**src/iqDefs_defs.svh**
```systemverilog
/*
 * Issue queue sizing macros
 * Entry count, index and pointer widths, lane counts, sequence lengths
 */

`ifndef IQ_DEFS_SVH
`define IQ_DEFS_SVH

// Queue geometry
`define IQ_ENTRY_NUM    16
`define IQ_INDEX_WIDTH  4
`define IQ_COUNT_WIDTH  5

// Lane counts
`define DISPATCH_WIDTH  2
`define ISSUE_WIDTH     2
`define RETURN_WIDTH    4

// Recovery sequence lengths in cycles
`define RETURN_CYCLES   (`IQ_ENTRY_NUM / `RETURN_WIDTH)
`define RESET_CYCLES    16

`define AL_PTR_WIDTH    5

`endif

```
**src/iqPkg.sv**
```systemverilog
/*
 * Issue queue types: entry index, active-list pointer,
 * integer and memory payloads, flush range check
 */

`include "iqDefs_defs.svh"

package iqPkg;

    typedef logic [`IQ_INDEX_WIDTH-1:0] iqIndex;
    typedef logic [`AL_PTR_WIDTH-1:0] alPtr;

    // Integer pipe payload, 22 bits
    typedef struct packed {
        logic [3:0] opCode;
        logic [5:0] dstReg;
        logic [5:0] srcRegA;
        logic [5:0] srcRegB;
    } intEntry;

    // Memory pipe payload, 25 bits
    typedef struct packed {
        logic        isStore;
        logic [5:0]  addrReg;
        logic [5:0]  dataReg;
        logic [11:0] offset;
    } memEntry;

    // Circular range [head, tail), empty when head equals tail
    function automatic logic inFlushRange(
        input alPtr head,
        input alPtr tail,
        input logic flushAll,
        input alPtr ptr
    );
        logic inRange;
        if (head < tail) begin
            inRange = (ptr >= head) && (ptr < tail);
        end else if (head > tail) begin
            inRange = (ptr >= head) || (ptr < tail);
        end else begin
            inRange = 1'b0;
        end
        return flushAll || inRange;
    endfunction

endpackage

```
**src/multiWidthFreeList.sv**
```systemverilog
/*
 * Circular free list of entry indices
 * Several pop lanes, compacted push lanes, clear back to full
 */

`timescale 1ns/1ps
`include "iqDefs_defs.svh"

module multiWidthFreeList #(
    parameter int SIZE       = `IQ_ENTRY_NUM,
    parameter int POP_WIDTH  = `DISPATCH_WIDTH,
    parameter int PUSH_WIDTH = `ISSUE_WIDTH + `RETURN_WIDTH
) (
    input  logic                           clk,
    input  logic                           arstN,
    input  logic                           clear,
    input  logic                           pop,
    output iqPkg::iqIndex [POP_WIDTH-1:0]  poppedData,
    input  logic [PUSH_WIDTH-1:0]          push,
    input  iqPkg::iqIndex [PUSH_WIDTH-1:0] pushedData,
    output logic [`IQ_COUNT_WIDTH-1:0]     count
);

    localparam int PTR_WIDTH = $clog2(SIZE);
    localparam int CNT_WIDTH = `IQ_COUNT_WIDTH;

    iqPkg::iqIndex        mem [SIZE];
    logic [PTR_WIDTH-1:0] headPtr;
    logic [PTR_WIDTH-1:0] tailPtr;
    logic                 popValid;
    logic [PTR_WIDTH-1:0] pushSlot [PUSH_WIDTH];
    logic [CNT_WIDTH-1:0] pushNum;

    // Pointer advance with wrap at SIZE
    function automatic logic [PTR_WIDTH-1:0] wrapAdd(
        input logic [PTR_WIDTH-1:0] ptr,
        input int unsigned          step
    );
        int unsigned sum;
        sum = ptr + step;
        return PTR_WIDTH'(sum % SIZE);
    endfunction

    // Pop only when a full group of indices is available
    always_comb begin
        popValid = pop && (count >= CNT_WIDTH'(POP_WIDTH));
        for (int i = 0; i < POP_WIDTH; i++) begin
            poppedData[i] = mem[wrapAdd(headPtr, i)];
        end
    end

    // Valid push lanes land on consecutive slots from the tail, lane order kept
    always_comb begin
        pushNum = '0;
        for (int i = 0; i < PUSH_WIDTH; i++) begin
            pushSlot[i] = wrapAdd(tailPtr, pushNum);
            if (push[i]) begin
                pushNum = pushNum + 1'b1;
            end
        end
    end

    always_ff @(posedge clk or negedge arstN) begin
        if (!arstN) begin
            headPtr <= '0;
            tailPtr <= '0;
            count   <= CNT_WIDTH'(SIZE);
            for (int i = 0; i < SIZE; i++) begin
                mem[i] <= iqPkg::iqIndex'(i);
            end
        end else if (clear) begin
            // Refill in ascending order, all entries free
            headPtr <= '0;
            tailPtr <= '0;
            count   <= CNT_WIDTH'(SIZE);
            for (int i = 0; i < SIZE; i++) begin
                mem[i] <= iqPkg::iqIndex'(i);
            end
        end else begin
            for (int i = 0; i < PUSH_WIDTH; i++) begin
                if (push[i]) begin
                    mem[pushSlot[i]] <= pushedData[i];
                end
            end
            if (popValid) begin
                headPtr <= wrapAdd(headPtr, POP_WIDTH);
            end
            tailPtr <= wrapAdd(tailPtr, pushNum);
            count   <= count + pushNum - (popValid ? CNT_WIDTH'(POP_WIDTH) : '0);
        end
    end

endmodule

```
**src/payloadRam.sv**
```systemverilog
/*
 * Multi-port distributed payload RAM
 * Clocked writes, combinational reads, payload type as a parameter
 */

`timescale 1ns/1ps
`include "iqDefs_defs.svh"

module payloadRam #(
    parameter type entryType = iqPkg::intEntry,
    parameter int  ENTRY_NUM = `IQ_ENTRY_NUM,
    parameter int  READ_NUM  = `ISSUE_WIDTH,
    parameter int  WRITE_NUM = `DISPATCH_WIDTH
) (
    input  logic                          clk,
    input  logic [WRITE_NUM-1:0]          we,
    input  iqPkg::iqIndex [WRITE_NUM-1:0] wa,
    input  entryType [WRITE_NUM-1:0]      wv,
    input  iqPkg::iqIndex [READ_NUM-1:0]  ra,
    output entryType [READ_NUM-1:0]       rv
);

    entryType mem [ENTRY_NUM];

    // Higher lane wins when two lanes hit the same entry
    always_ff @(posedge clk) begin
        for (int i = 0; i < WRITE_NUM; i++) begin
            if (we[i]) begin
                mem[wa[i]] <= wv[i];
            end
        end
    end

    always_comb begin
        for (int i = 0; i < READ_NUM; i++) begin
            rv[i] = mem[ra[i]];
        end
    end

endmodule

```
**src/flushReturnUnit.sv**
```systemverilog
/*
 * Selective flush for the issue queue
 * Per-entry active-list pointer copy, flush detection,
 * sequencer returning flushed indices to the free list
 */

`timescale 1ns/1ps
`include "iqDefs_defs.svh"

module flushReturnUnit (
    input  logic                                clk,
    input  logic                                arstN,
    input  logic [`DISPATCH_WIDTH-1:0]          write,
    input  iqPkg::iqIndex [`DISPATCH_WIDTH-1:0] writePtr,
    input  iqPkg::alPtr [`DISPATCH_WIDTH-1:0]   writeAlPtr,
    input  logic [`DISPATCH_WIDTH-1:0]          allocated,
    input  logic                                toRecoveryPhase,
    input  logic                                recoveryFromRw,
    input  iqPkg::alPtr                         flushRangeHead,
    input  iqPkg::alPtr                         flushRangeTail,
    input  logic                                flushAllInsns,
    input  logic [`IQ_ENTRY_NUM-1:0]            notIssued,
    input  iqPkg::iqIndex [`ISSUE_WIDTH-1:0]    selectedPtr,
    output iqPkg::alPtr [`ISSUE_WIDTH-1:0]      selectedAlPtr,
    output logic [`IQ_ENTRY_NUM-1:0]            flushEntry,
    output logic [`RETURN_WIDTH-1:0]            returnEntry,
    output iqPkg::iqIndex [`RETURN_WIDTH-1:0]   returnPtr,
    output logic                                returning
);

    localparam int CYCLE_WIDTH = $clog2(`RETURN_CYCLES + 1);
    localparam iqPkg::iqIndex RETURN_STEP = `RETURN_WIDTH;

    iqPkg::alPtr              alPtrReg [`IQ_ENTRY_NUM];
    logic [`IQ_ENTRY_NUM-1:0] flushCaptured;
    iqPkg::iqIndex            returnOffset;
    logic [CYCLE_WIDTH-1:0]   returnCycle;
    logic                     startReturn;

    // Copy of each entry's active-list pointer, taken at dispatch
    always_ff @(posedge clk) begin
        for (int i = 0; i < `DISPATCH_WIDTH; i++) begin
            if (write[i]) begin
                alPtrReg[writePtr[i]] <= writeAlPtr[i];
            end
        end
    end

    always_comb begin
        for (int i = 0; i < `ISSUE_WIDTH; i++) begin
            selectedAlPtr[i] = alPtrReg[selectedPtr[i]];
        end
    end

    always_comb begin
        for (int i = 0; i < `IQ_ENTRY_NUM; i++) begin
            flushEntry[i] = notIssued[i] && toRecoveryPhase &&
                iqPkg::inFlushRange(flushRangeHead, flushRangeTail, flushAllInsns, alPtrReg[i]);
        end
        // Ops in dispatch hold an entry but are not yet marked notIssued
        for (int i = 0; i < `DISPATCH_WIDTH; i++) begin
            if (allocated[i]) begin
                flushEntry[writePtr[i]] = toRecoveryPhase &&
                    iqPkg::inFlushRange(flushRangeHead, flushRangeTail, flushAllInsns,
                                        writeAlPtr[i]);
            end
        end
    end

    assign startReturn = toRecoveryPhase && recoveryFromRw;

    // One window of RETURN_WIDTH indices per cycle
    always_comb begin
        for (int i = 0; i < `RETURN_WIDTH; i++) begin
            returnPtr[i]   = returnOffset + iqPkg::iqIndex'(i);
            returnEntry[i] = returning && flushCaptured[returnPtr[i]];
        end
    end

    always_ff @(posedge clk or negedge arstN) begin
        if (!arstN) begin
            flushCaptured <= '0;
            returning     <= 1'b0;
            returnCycle   <= '0;
            returnOffset  <= '0;
        end else if (startReturn) begin
            flushCaptured <= flushEntry;
            returning     <= 1'b1;
            returnCycle   <= '0;
            returnOffset  <= '0;
        end else if (returning) begin
            returnOffset <= returnOffset + RETURN_STEP;
            if (returnCycle == CYCLE_WIDTH'(`RETURN_CYCLES - 1)) begin
                returning   <= 1'b0;
                returnCycle <= '0;
            end else begin
                returnCycle <= returnCycle + 1'b1;
            end
        end
    end

endmodule

```
**src/issueQueue.sv**
```systemverilog
/*
 * Issue queue top: free list, integer and memory payload RAMs,
 * selective flush unit, commit-recovery rebuild of the free list
 */

`timescale 1ns/1ps
`include "iqDefs_defs.svh"

module issueQueue (
    input  logic                                 clk,
    input  logic                                 arstN,
    // Allocation
    input  logic                                 allocate,
    output logic                                 allocatable,
    output iqPkg::iqIndex [`DISPATCH_WIDTH-1:0]  allocatedPtr,
    // Dispatch
    input  logic [`DISPATCH_WIDTH-1:0]           write,
    input  iqPkg::iqIndex [`DISPATCH_WIDTH-1:0]  writePtr,
    input  iqPkg::alPtr [`DISPATCH_WIDTH-1:0]    writeAlPtr,
    input  iqPkg::intEntry [`DISPATCH_WIDTH-1:0] intWriteData,
    input  iqPkg::memEntry [`DISPATCH_WIDTH-1:0] memWriteData,
    // Issue and release
    input  iqPkg::iqIndex [`ISSUE_WIDTH-1:0]     intIssuePtr,
    output iqPkg::intEntry [`ISSUE_WIDTH-1:0]    intIssuedData,
    input  iqPkg::iqIndex [`ISSUE_WIDTH-1:0]     memIssuePtr,
    output iqPkg::memEntry [`ISSUE_WIDTH-1:0]    memIssuedData,
    input  logic [`ISSUE_WIDTH-1:0]              releaseEntry,
    input  iqPkg::iqIndex [`ISSUE_WIDTH-1:0]     releasePtr,
    input  iqPkg::iqIndex [`ISSUE_WIDTH-1:0]     selectedPtr,
    output iqPkg::alPtr [`ISSUE_WIDTH-1:0]       selectedAlPtr,
    // Recovery
    input  logic                                 toRecoveryPhase,
    input  logic                                 recoveryFromRw,
    input  iqPkg::alPtr                          flushRangeHead,
    input  iqPkg::alPtr                          flushRangeTail,
    input  logic                                 flushAllInsns,
    input  logic [`IQ_ENTRY_NUM-1:0]             notIssued,
    input  logic [`DISPATCH_WIDTH-1:0]           allocated,
    output logic [`IQ_ENTRY_NUM-1:0]             flushEntry,
    output logic                                 returningIndex
);

    localparam int PUSH_NUM        = `ISSUE_WIDTH + `RETURN_WIDTH;
    localparam int CNT_WIDTH       = `IQ_COUNT_WIDTH;
    localparam int REBUILD_WIDTH   = $clog2(`RESET_CYCLES + 1);

    logic [CNT_WIDTH-1:0]           freeListCount;
    logic                           rebuilding;
    logic [REBUILD_WIDTH-1:0]       rebuildCycle;
    logic [`RETURN_WIDTH-1:0]       returnEntry;
    iqPkg::iqIndex [`RETURN_WIDTH-1:0] returnPtr;
    logic                           returning;
    logic [PUSH_NUM-1:0]            pushEntry;
    iqPkg::iqIndex [PUSH_NUM-1:0]   pushPtr;

    // Issue lanes take the low push lanes, return lanes follow
    assign pushEntry = {returnEntry, releaseEntry};
    assign pushPtr   = {returnPtr, releasePtr};

    // Block allocation while the list is being rebuilt
    assign allocatable    = !rebuilding && (freeListCount >= CNT_WIDTH'(`DISPATCH_WIDTH));
    assign returningIndex = returning || rebuilding;

    multiWidthFreeList #(
        .SIZE      (`IQ_ENTRY_NUM),
        .POP_WIDTH (`DISPATCH_WIDTH),
        .PUSH_WIDTH(PUSH_NUM)
    ) freeList (
        .clk       (clk),
        .arstN     (arstN),
        .clear     (rebuilding),
        .pop       (allocate),
        .poppedData(allocatedPtr),
        .push      (pushEntry),
        .pushedData(pushPtr),
        .count     (freeListCount)
    );

    payloadRam #(
        .entryType(iqPkg::intEntry),
        .ENTRY_NUM(`IQ_ENTRY_NUM),
        .READ_NUM (`ISSUE_WIDTH),
        .WRITE_NUM(`DISPATCH_WIDTH)
    ) intRam (
        .clk(clk),
        .we (write),
        .wa (writePtr),
        .wv (intWriteData),
        .ra (intIssuePtr),
        .rv (intIssuedData)
    );

    payloadRam #(
        .entryType(iqPkg::memEntry),
        .ENTRY_NUM(`IQ_ENTRY_NUM),
        .READ_NUM (`ISSUE_WIDTH),
        .WRITE_NUM(`DISPATCH_WIDTH)
    ) memRam (
        .clk(clk),
        .we (write),
        .wa (writePtr),
        .wv (memWriteData),
        .ra (memIssuePtr),
        .rv (memIssuedData)
    );

    flushReturnUnit flushUnit (
        .clk            (clk),
        .arstN          (arstN),
        .write          (write),
        .writePtr       (writePtr),
        .writeAlPtr     (writeAlPtr),
        .allocated      (allocated),
        .toRecoveryPhase(toRecoveryPhase),
        .recoveryFromRw (recoveryFromRw),
        .flushRangeHead (flushRangeHead),
        .flushRangeTail (flushRangeTail),
        .flushAllInsns  (flushAllInsns),
        .notIssued      (notIssued),
        .selectedPtr    (selectedPtr),
        .selectedAlPtr  (selectedAlPtr),
        .flushEntry     (flushEntry),
        .returnEntry    (returnEntry),
        .returnPtr      (returnPtr),
        .returning      (returning)
    );

    // Commit recovery holds the free list in clear for RESET_CYCLES cycles
    always_ff @(posedge clk or negedge arstN) begin
        if (!arstN) begin
            rebuilding   <= 1'b0;
            rebuildCycle <= '0;
        end else if (toRecoveryPhase && !recoveryFromRw) begin
            rebuilding   <= 1'b1;
            rebuildCycle <= '0;
        end else if (rebuilding) begin
            if (rebuildCycle == REBUILD_WIDTH'(`RESET_CYCLES - 1)) begin
                rebuilding   <= 1'b0;
                rebuildCycle <= '0;
            end else begin
                rebuildCycle <= rebuildCycle + 1'b1;
            end
        end
    end

endmodule

```
**config.mk**
```make
export PLATFORM = sky130hd
export DESIGN_NAME = issueQueue
export DESIGN_NICKNAME = d
export VERILOG_FILES = /design/src/iqPkg.sv /design/src/multiWidthFreeList.sv /design/src/payloadRam.sv /design/src/flushReturnUnit.sv /design/src/issueQueue.sv
export VERILOG_INCLUDE_DIRS = /design/src
export SDC_FILE = /design/constraint.sdc
export NUM_CORES = 2
export LEC_CHECK = 0
export BUFFER_PORTS_ARGS = -buffer_cell sky130_fd_sc_hd__buf_2
export CAP_MARGIN = 15
export CORE_MARGIN = 2
export CORE_UTILIZATION = 65
export CTS_CLUSTER_SIZE = 24
export DETAILED_ROUTE_END_ITERATION = 10
export GPL_TIMING_DRIVEN = 0
export PLACE_DENSITY = 0.88
export SYNTH_ARGS = -nofsm -noshare
export SYNTH_HDL_FRONTEND = slang
export SYNTH_SLANG_ARGS = --single-unit
```
**constraint.sdc**
```tcl
create_clock -name clk -period 9.9 [get_ports clk]
set_clock_uncertainty 0.2 [all_clocks]
set_input_delay 2.97 -clock clk [delete_from_list [all_inputs] [get_ports clk]]
set_output_delay 2.97 -clock clk [all_outputs]
set_load 0.02 [all_outputs]
```
==> results by stage <==
Status:
- The flow ran to the end, but the final reports show violations.
- The final reports fail on max-capacitance violations, max-slew violations.

STA:
- Setup repair after global routing left no endpoint under its margin.
- The worst hold slack across all endpoints is 0.288 ns.
- Static timing analysis puts the maximum clock frequency at 104 MHz.
- In the finished design, the share of the clock period the worst path needs comes to 97.2%.
- The number of failing setup endpoints in the final timing report is 0.
- The total negative slack for setup checks is 0 ns.
- The final-report hold violation count came to 0.
- The worst path in the final design needs a cycle of 9.62 ns, including I/O delays and setup.
- For the pin with the worst max-slew slack, the measured transition is 1.56 ns.
- The final number of max-transition violations is 10.
- The worst pin sits at a relative slew slack of -4.37%.

Route:
- In the routed layout, each cell is associated on average with a via count of 7.98.
- In the final routed layout, each cell accounts on average for 38.3 microns.
- The via count is 47000.
- The detailed router finished its first iteration with 9067 violations.
- In this run the remaining antenna-violating nets after routing total 0.
- The first-pass detailed-route iteration total is 9.
- For this run, design rule violations remaining after detail routing come to 0.
- Summed over all layers, the routed wires come to 226000 microns.

Finish:
- Of the cells placed in the final design, the portion with a size suffix greater than 1 is 42.7%.
- The total of fill cells in the finished design is 5254.
- The area growth from synthesis to layout is 13.5%.
- The net count of the finished layout is 4916.

CTS:
- In this run, post-CTS hold repair placed 0 buffers.
- No sink is reached through more buffers than the 3 on the longest clock path.
- After clock tree synthesis, the clock-pin slew on the worst setup and hold paths is 0.06 ns.
- TritonCTS built the clock tree.
- Counting every sink on the clock net gives 936.
- For the worst-skew pair, the clock arrives at the later sink with an insertion delay of 0.72 ns.
- After clock tree synthesis, the setup repair step added 0 buffers.
- The depth of the CTS H-tree is 3.
- The buffer cell driving the clock tree root is sky130_fd_sc_hd__clkbuf_16.
- The total clock buffers created by CTS is 98.

Die:
- The initial standard-cell utilization of the core is 65.7%.
- The count of pins on the block boundary is 312.
- Measured along the y axis, the die boundary spans 309 microns.
- The floorplan has 111 rows.
- The area inside the core boundary is 0.0918 sq mm.
- The die covers 0.0952 sq mm.
- The floorplan step set the die width to 309 microns.

Synth:
- The biggest area contributor in the post-synthesis netlist is sky130_fd_sc_hd__edfxtp_1.
- The share of flip-flops with an asynchronous set or reset is 11.1%.
- After synthesis, the netlist uses 66 different library cells.
- The area of the mapped netlist is 0.0603 sq mm.
- Counting flops and latches in the post-synthesis netlist gives 936.
- Yosys mapped a number of flops with a built-in enable equal to 832.
- The main flop type after synthesis is sky130_fd_sc_hd__edfxtp_1.
- A synthesized cell averages 14.8 sq um.
- During synthesis, Yosys emitted a total of 0 warnings.
- Synthesis produced 4073 cells.
- The fraction of synthesized cell area taken by the top area cell type is 41.4%.
- The number of nets produced by synthesis is 4458.
- The register area share after synthesis is 45.8%.
- By area the synthesized netlist is led by sky130_fd_sc_hd__edfxtp_1, sky130_fd_sc_hd__mux4_2, sky130_fd_sc_hd__mux2_2.

Setup path:
- The biggest fanout along the worst timing path is 19.
- The cell repeated most along the worst path is sky130_fd_sc_hd__buf_2.
- The worst setup path startpoint is flushRangeTail[1].
- The type of the worst setup path is in -> out.
- The worst setup path is launched from a primary input.
- The worst register-to-register path begins at flushUnit.returnOffset[2].
- The required time of the worst setup path is 6.73 ns.
- STA classifies the critical path endpoint as an output port.
- On the critical path, the stage with the largest delay is an instance of sky130_fd_sc_hd__ha_1.
- On the worst path, the slowest cell contributes a delay of 0.46 ns.
- Walking the worst path, the cells encountered are buf_2, clkinvlp_4, ha_1, nor2b_1, o21a_1, o211ai_1, nand2_1, mux2i_1, o21ai_1, clkbuf_1, a311oi_1, a21oi_1, buf_2.
- The signal arrival time at the worst endpoint is 6.45 ns.

GRT:
- The combined global-route utilization of all metal layers is 45.2%.
- The via count of the first global-routing pass was 46200.
- The total overflow left after global routing is 0.
- Entering global routing, the biggest net connects 58 pins.
- The initial antenna violation count was 38.
- The global-route wire length before repair is 308000 microns.

Pwr:
- The leakage dissipation is 23.7 nW.
- Power spread over the standard cell area amounts to 161 mW/mm^2.
- The maximum vdd ir drop is 0.184 mV.

Place:
- The detailed placer's ending HPWL is 144000 microns.
- Input and output buffers added on the ports amount to 286.
- At the end of routability-driven placement, the weighted congestion stood at 0.987.

Min path:
- The worst hold path begins at flushUnit.flushCaptured[11].
- The worst hold path belongs to the class reg -> reg.

Run:
- The reported max-cap violation count is 2.
==> through the flow <==
stage | power [mW] | cells | instance area (sq um) | setup WS, ns | util [%]
after floorplan | 6.15 | 4073 | 60300 | 1.03 | -
after global placement | 6.81 | 5602 | 63300 | -3.32 | 68.9
after detailed placement | 6.92 | 5658 | 64700 | 0.0653 | 70.5
after CTS | 10.8 | 5843 | 68100 | 0.0706 | 74.2
after global routing | 11.2 | 5875 | 68400 | 0.0147 | 74.5
final | 11.0 | 5887 | 68400 | 0.276 | 74.5
==> Yosys cell counts (all sizes together) (4+ instances only) <==
master	count
nand2b	64
mux2i	106
nor2b	8
nand2	136
a311oi	9
or3	10
and2	7
fa	6
and3	6
o311a	5
ha	197
buf	72
nand4	10
dfrtp	71
o22a	5
nand3b	7
edfxtp	832
or4	8
nor3	22
mux2	832
xor2	15
inv	56
nor4	4
o311ai	5
o211ai	20
a211o	26
a21o	68
dfstp	33
a211oi	34
a31oi	25
a21oi	93
mux4	541
nor2	202
o22ai	38
o21ai	72
clkbuf	315
xnor2	22
o21a	7
or2	13
nand3	23
o31ai	13
==> path summary, 6_finish.rpt <==
check	end	slack, ns	depth (start not counted)
worst min-delay path	flushUnit.flushCaptured[11]	0.29	2
worst max register to register	freeList.mem[39]	3.64	16
worst max-delay path	flushEntry[14]	0.28	13
max in group asynchronous	freeList.mem[37]	6.63	2
worst min register to register	flushUnit.flushCaptured[11]	0.29	2
min in group asynchronous	freeList.headPtr[3]	2.07	1
==> placed cells by master (no fill, tap or decap), types with 26 or more instances in the layout <==
master,netlist,routed
sky130_fd_sc_hd__mux2_2,832,832
sky130_fd_sc_hd__edfxtp_1,832,832
sky130_fd_sc_hd__mux4_2,541,541
sky130_fd_sc_hd__clkbuf_1,315,331
sky130_fd_sc_hd__buf_2,2,288
sky130_fd_sc_hd__nor2_1,202,202
sky130_fd_sc_hd__ha_1,197,197
sky130_fd_sc_hd__nand2_1,136,136
sky130_fd_sc_hd__mux2i_1,106,106
sky130_fd_sc_hd__clkbuf_16,0,98
sky130_fd_sc_hd__a21oi_1,93,93
sky130_fd_sc_hd__dfrtp_1,71,71
sky130_fd_sc_hd__a21o_1,68,68
sky130_fd_sc_hd__o21ai_0,70,67
sky130_fd_sc_hd__buf_1,67,65
sky130_fd_sc_hd__nand2b_1,64,64
sky130_fd_sc_hd__inv_1,56,55
sky130_fd_sc_hd__a211oi_1,33,33
sky130_fd_sc_hd__dfstp_2,33,33
sky130_fd_sc_hd__diode_2,0,28
sky130_fd_sc_hd__a211o_1,26,26
sky130_fd_sc_hd__buf_16,0,26
==> final cells by class <==
type	count	area (sq um)	area share, %
diodes	28	70.1	0.102
plain buffers	387	1480	2.17
clock buffers	118	2560	3.74
clock inverters	67	826	1.21
inverters	56	214	0.313
multi-input cells	2694	31200	45.6
flip-flops and latches	936	27600	40.4
well taps	1243	1560	2.27
repair buffers	358	2890	4.22
==> logic make-up after synthesis <==
| kind of cell | count (synthesis) | share of synthesized area [%] |
|---|---|---|
| mux | 1479 | 37.5 |
| xor+xnor | 37 | 0.537 |
| simple gates | 527 | 4.03 |
| fa+ha+maj | 203 | 4.29 |
| buf+inv | 443 | 2.80 |
| compound gates | 448 | 5.03 |
| flops | 936 | 45.8 |
==> registers in the layout, summed over array words and instances (netlist names) <==
name	count
flushUnit.returnCycle	3
memRam.mem	400
rebuilding	1
rebuildCycle	5
freeList.count	5
flushUnit.returning	1
freeList.tailPtr	4
intRam.mem	352
freeList.mem	64
flushUnit.alPtrReg	80
flushUnit.flushCaptured	16
flushUnit.returnOffset	2
freeList.headPtr	3
==> critical path: cells and delay by family <==
family,cells,cell delay [ns]
compound gates,5,1.29
fa+ha+maj,1,0.46
simple gates,2,0.41
mux,1,0.22
buf+inv,4,1.09
==> layer usage <==
layer / GRT usage [%] / routed length [microns]
met5: 0.455 / 278
met4: 29.8 / 20300
met3: 16.1 / 38900
met2: 67.4 / 97500
met1: 56.0 / 68800
==> repair_timing <==
action / 4_1_cts / 5_1_grt
endpoints found under the hold margin: 0 / 0
resized for setup: 0 / 2
setup endpoints to repair: 0 / 9
==> power breakdown <==
group          switching, mW  internal (mW)
Clock                   1.76           2.28
Combinational           1.42          0.973
Sequential             0.122           4.49
Note: power is estimated with default switching activity, not from simulation.
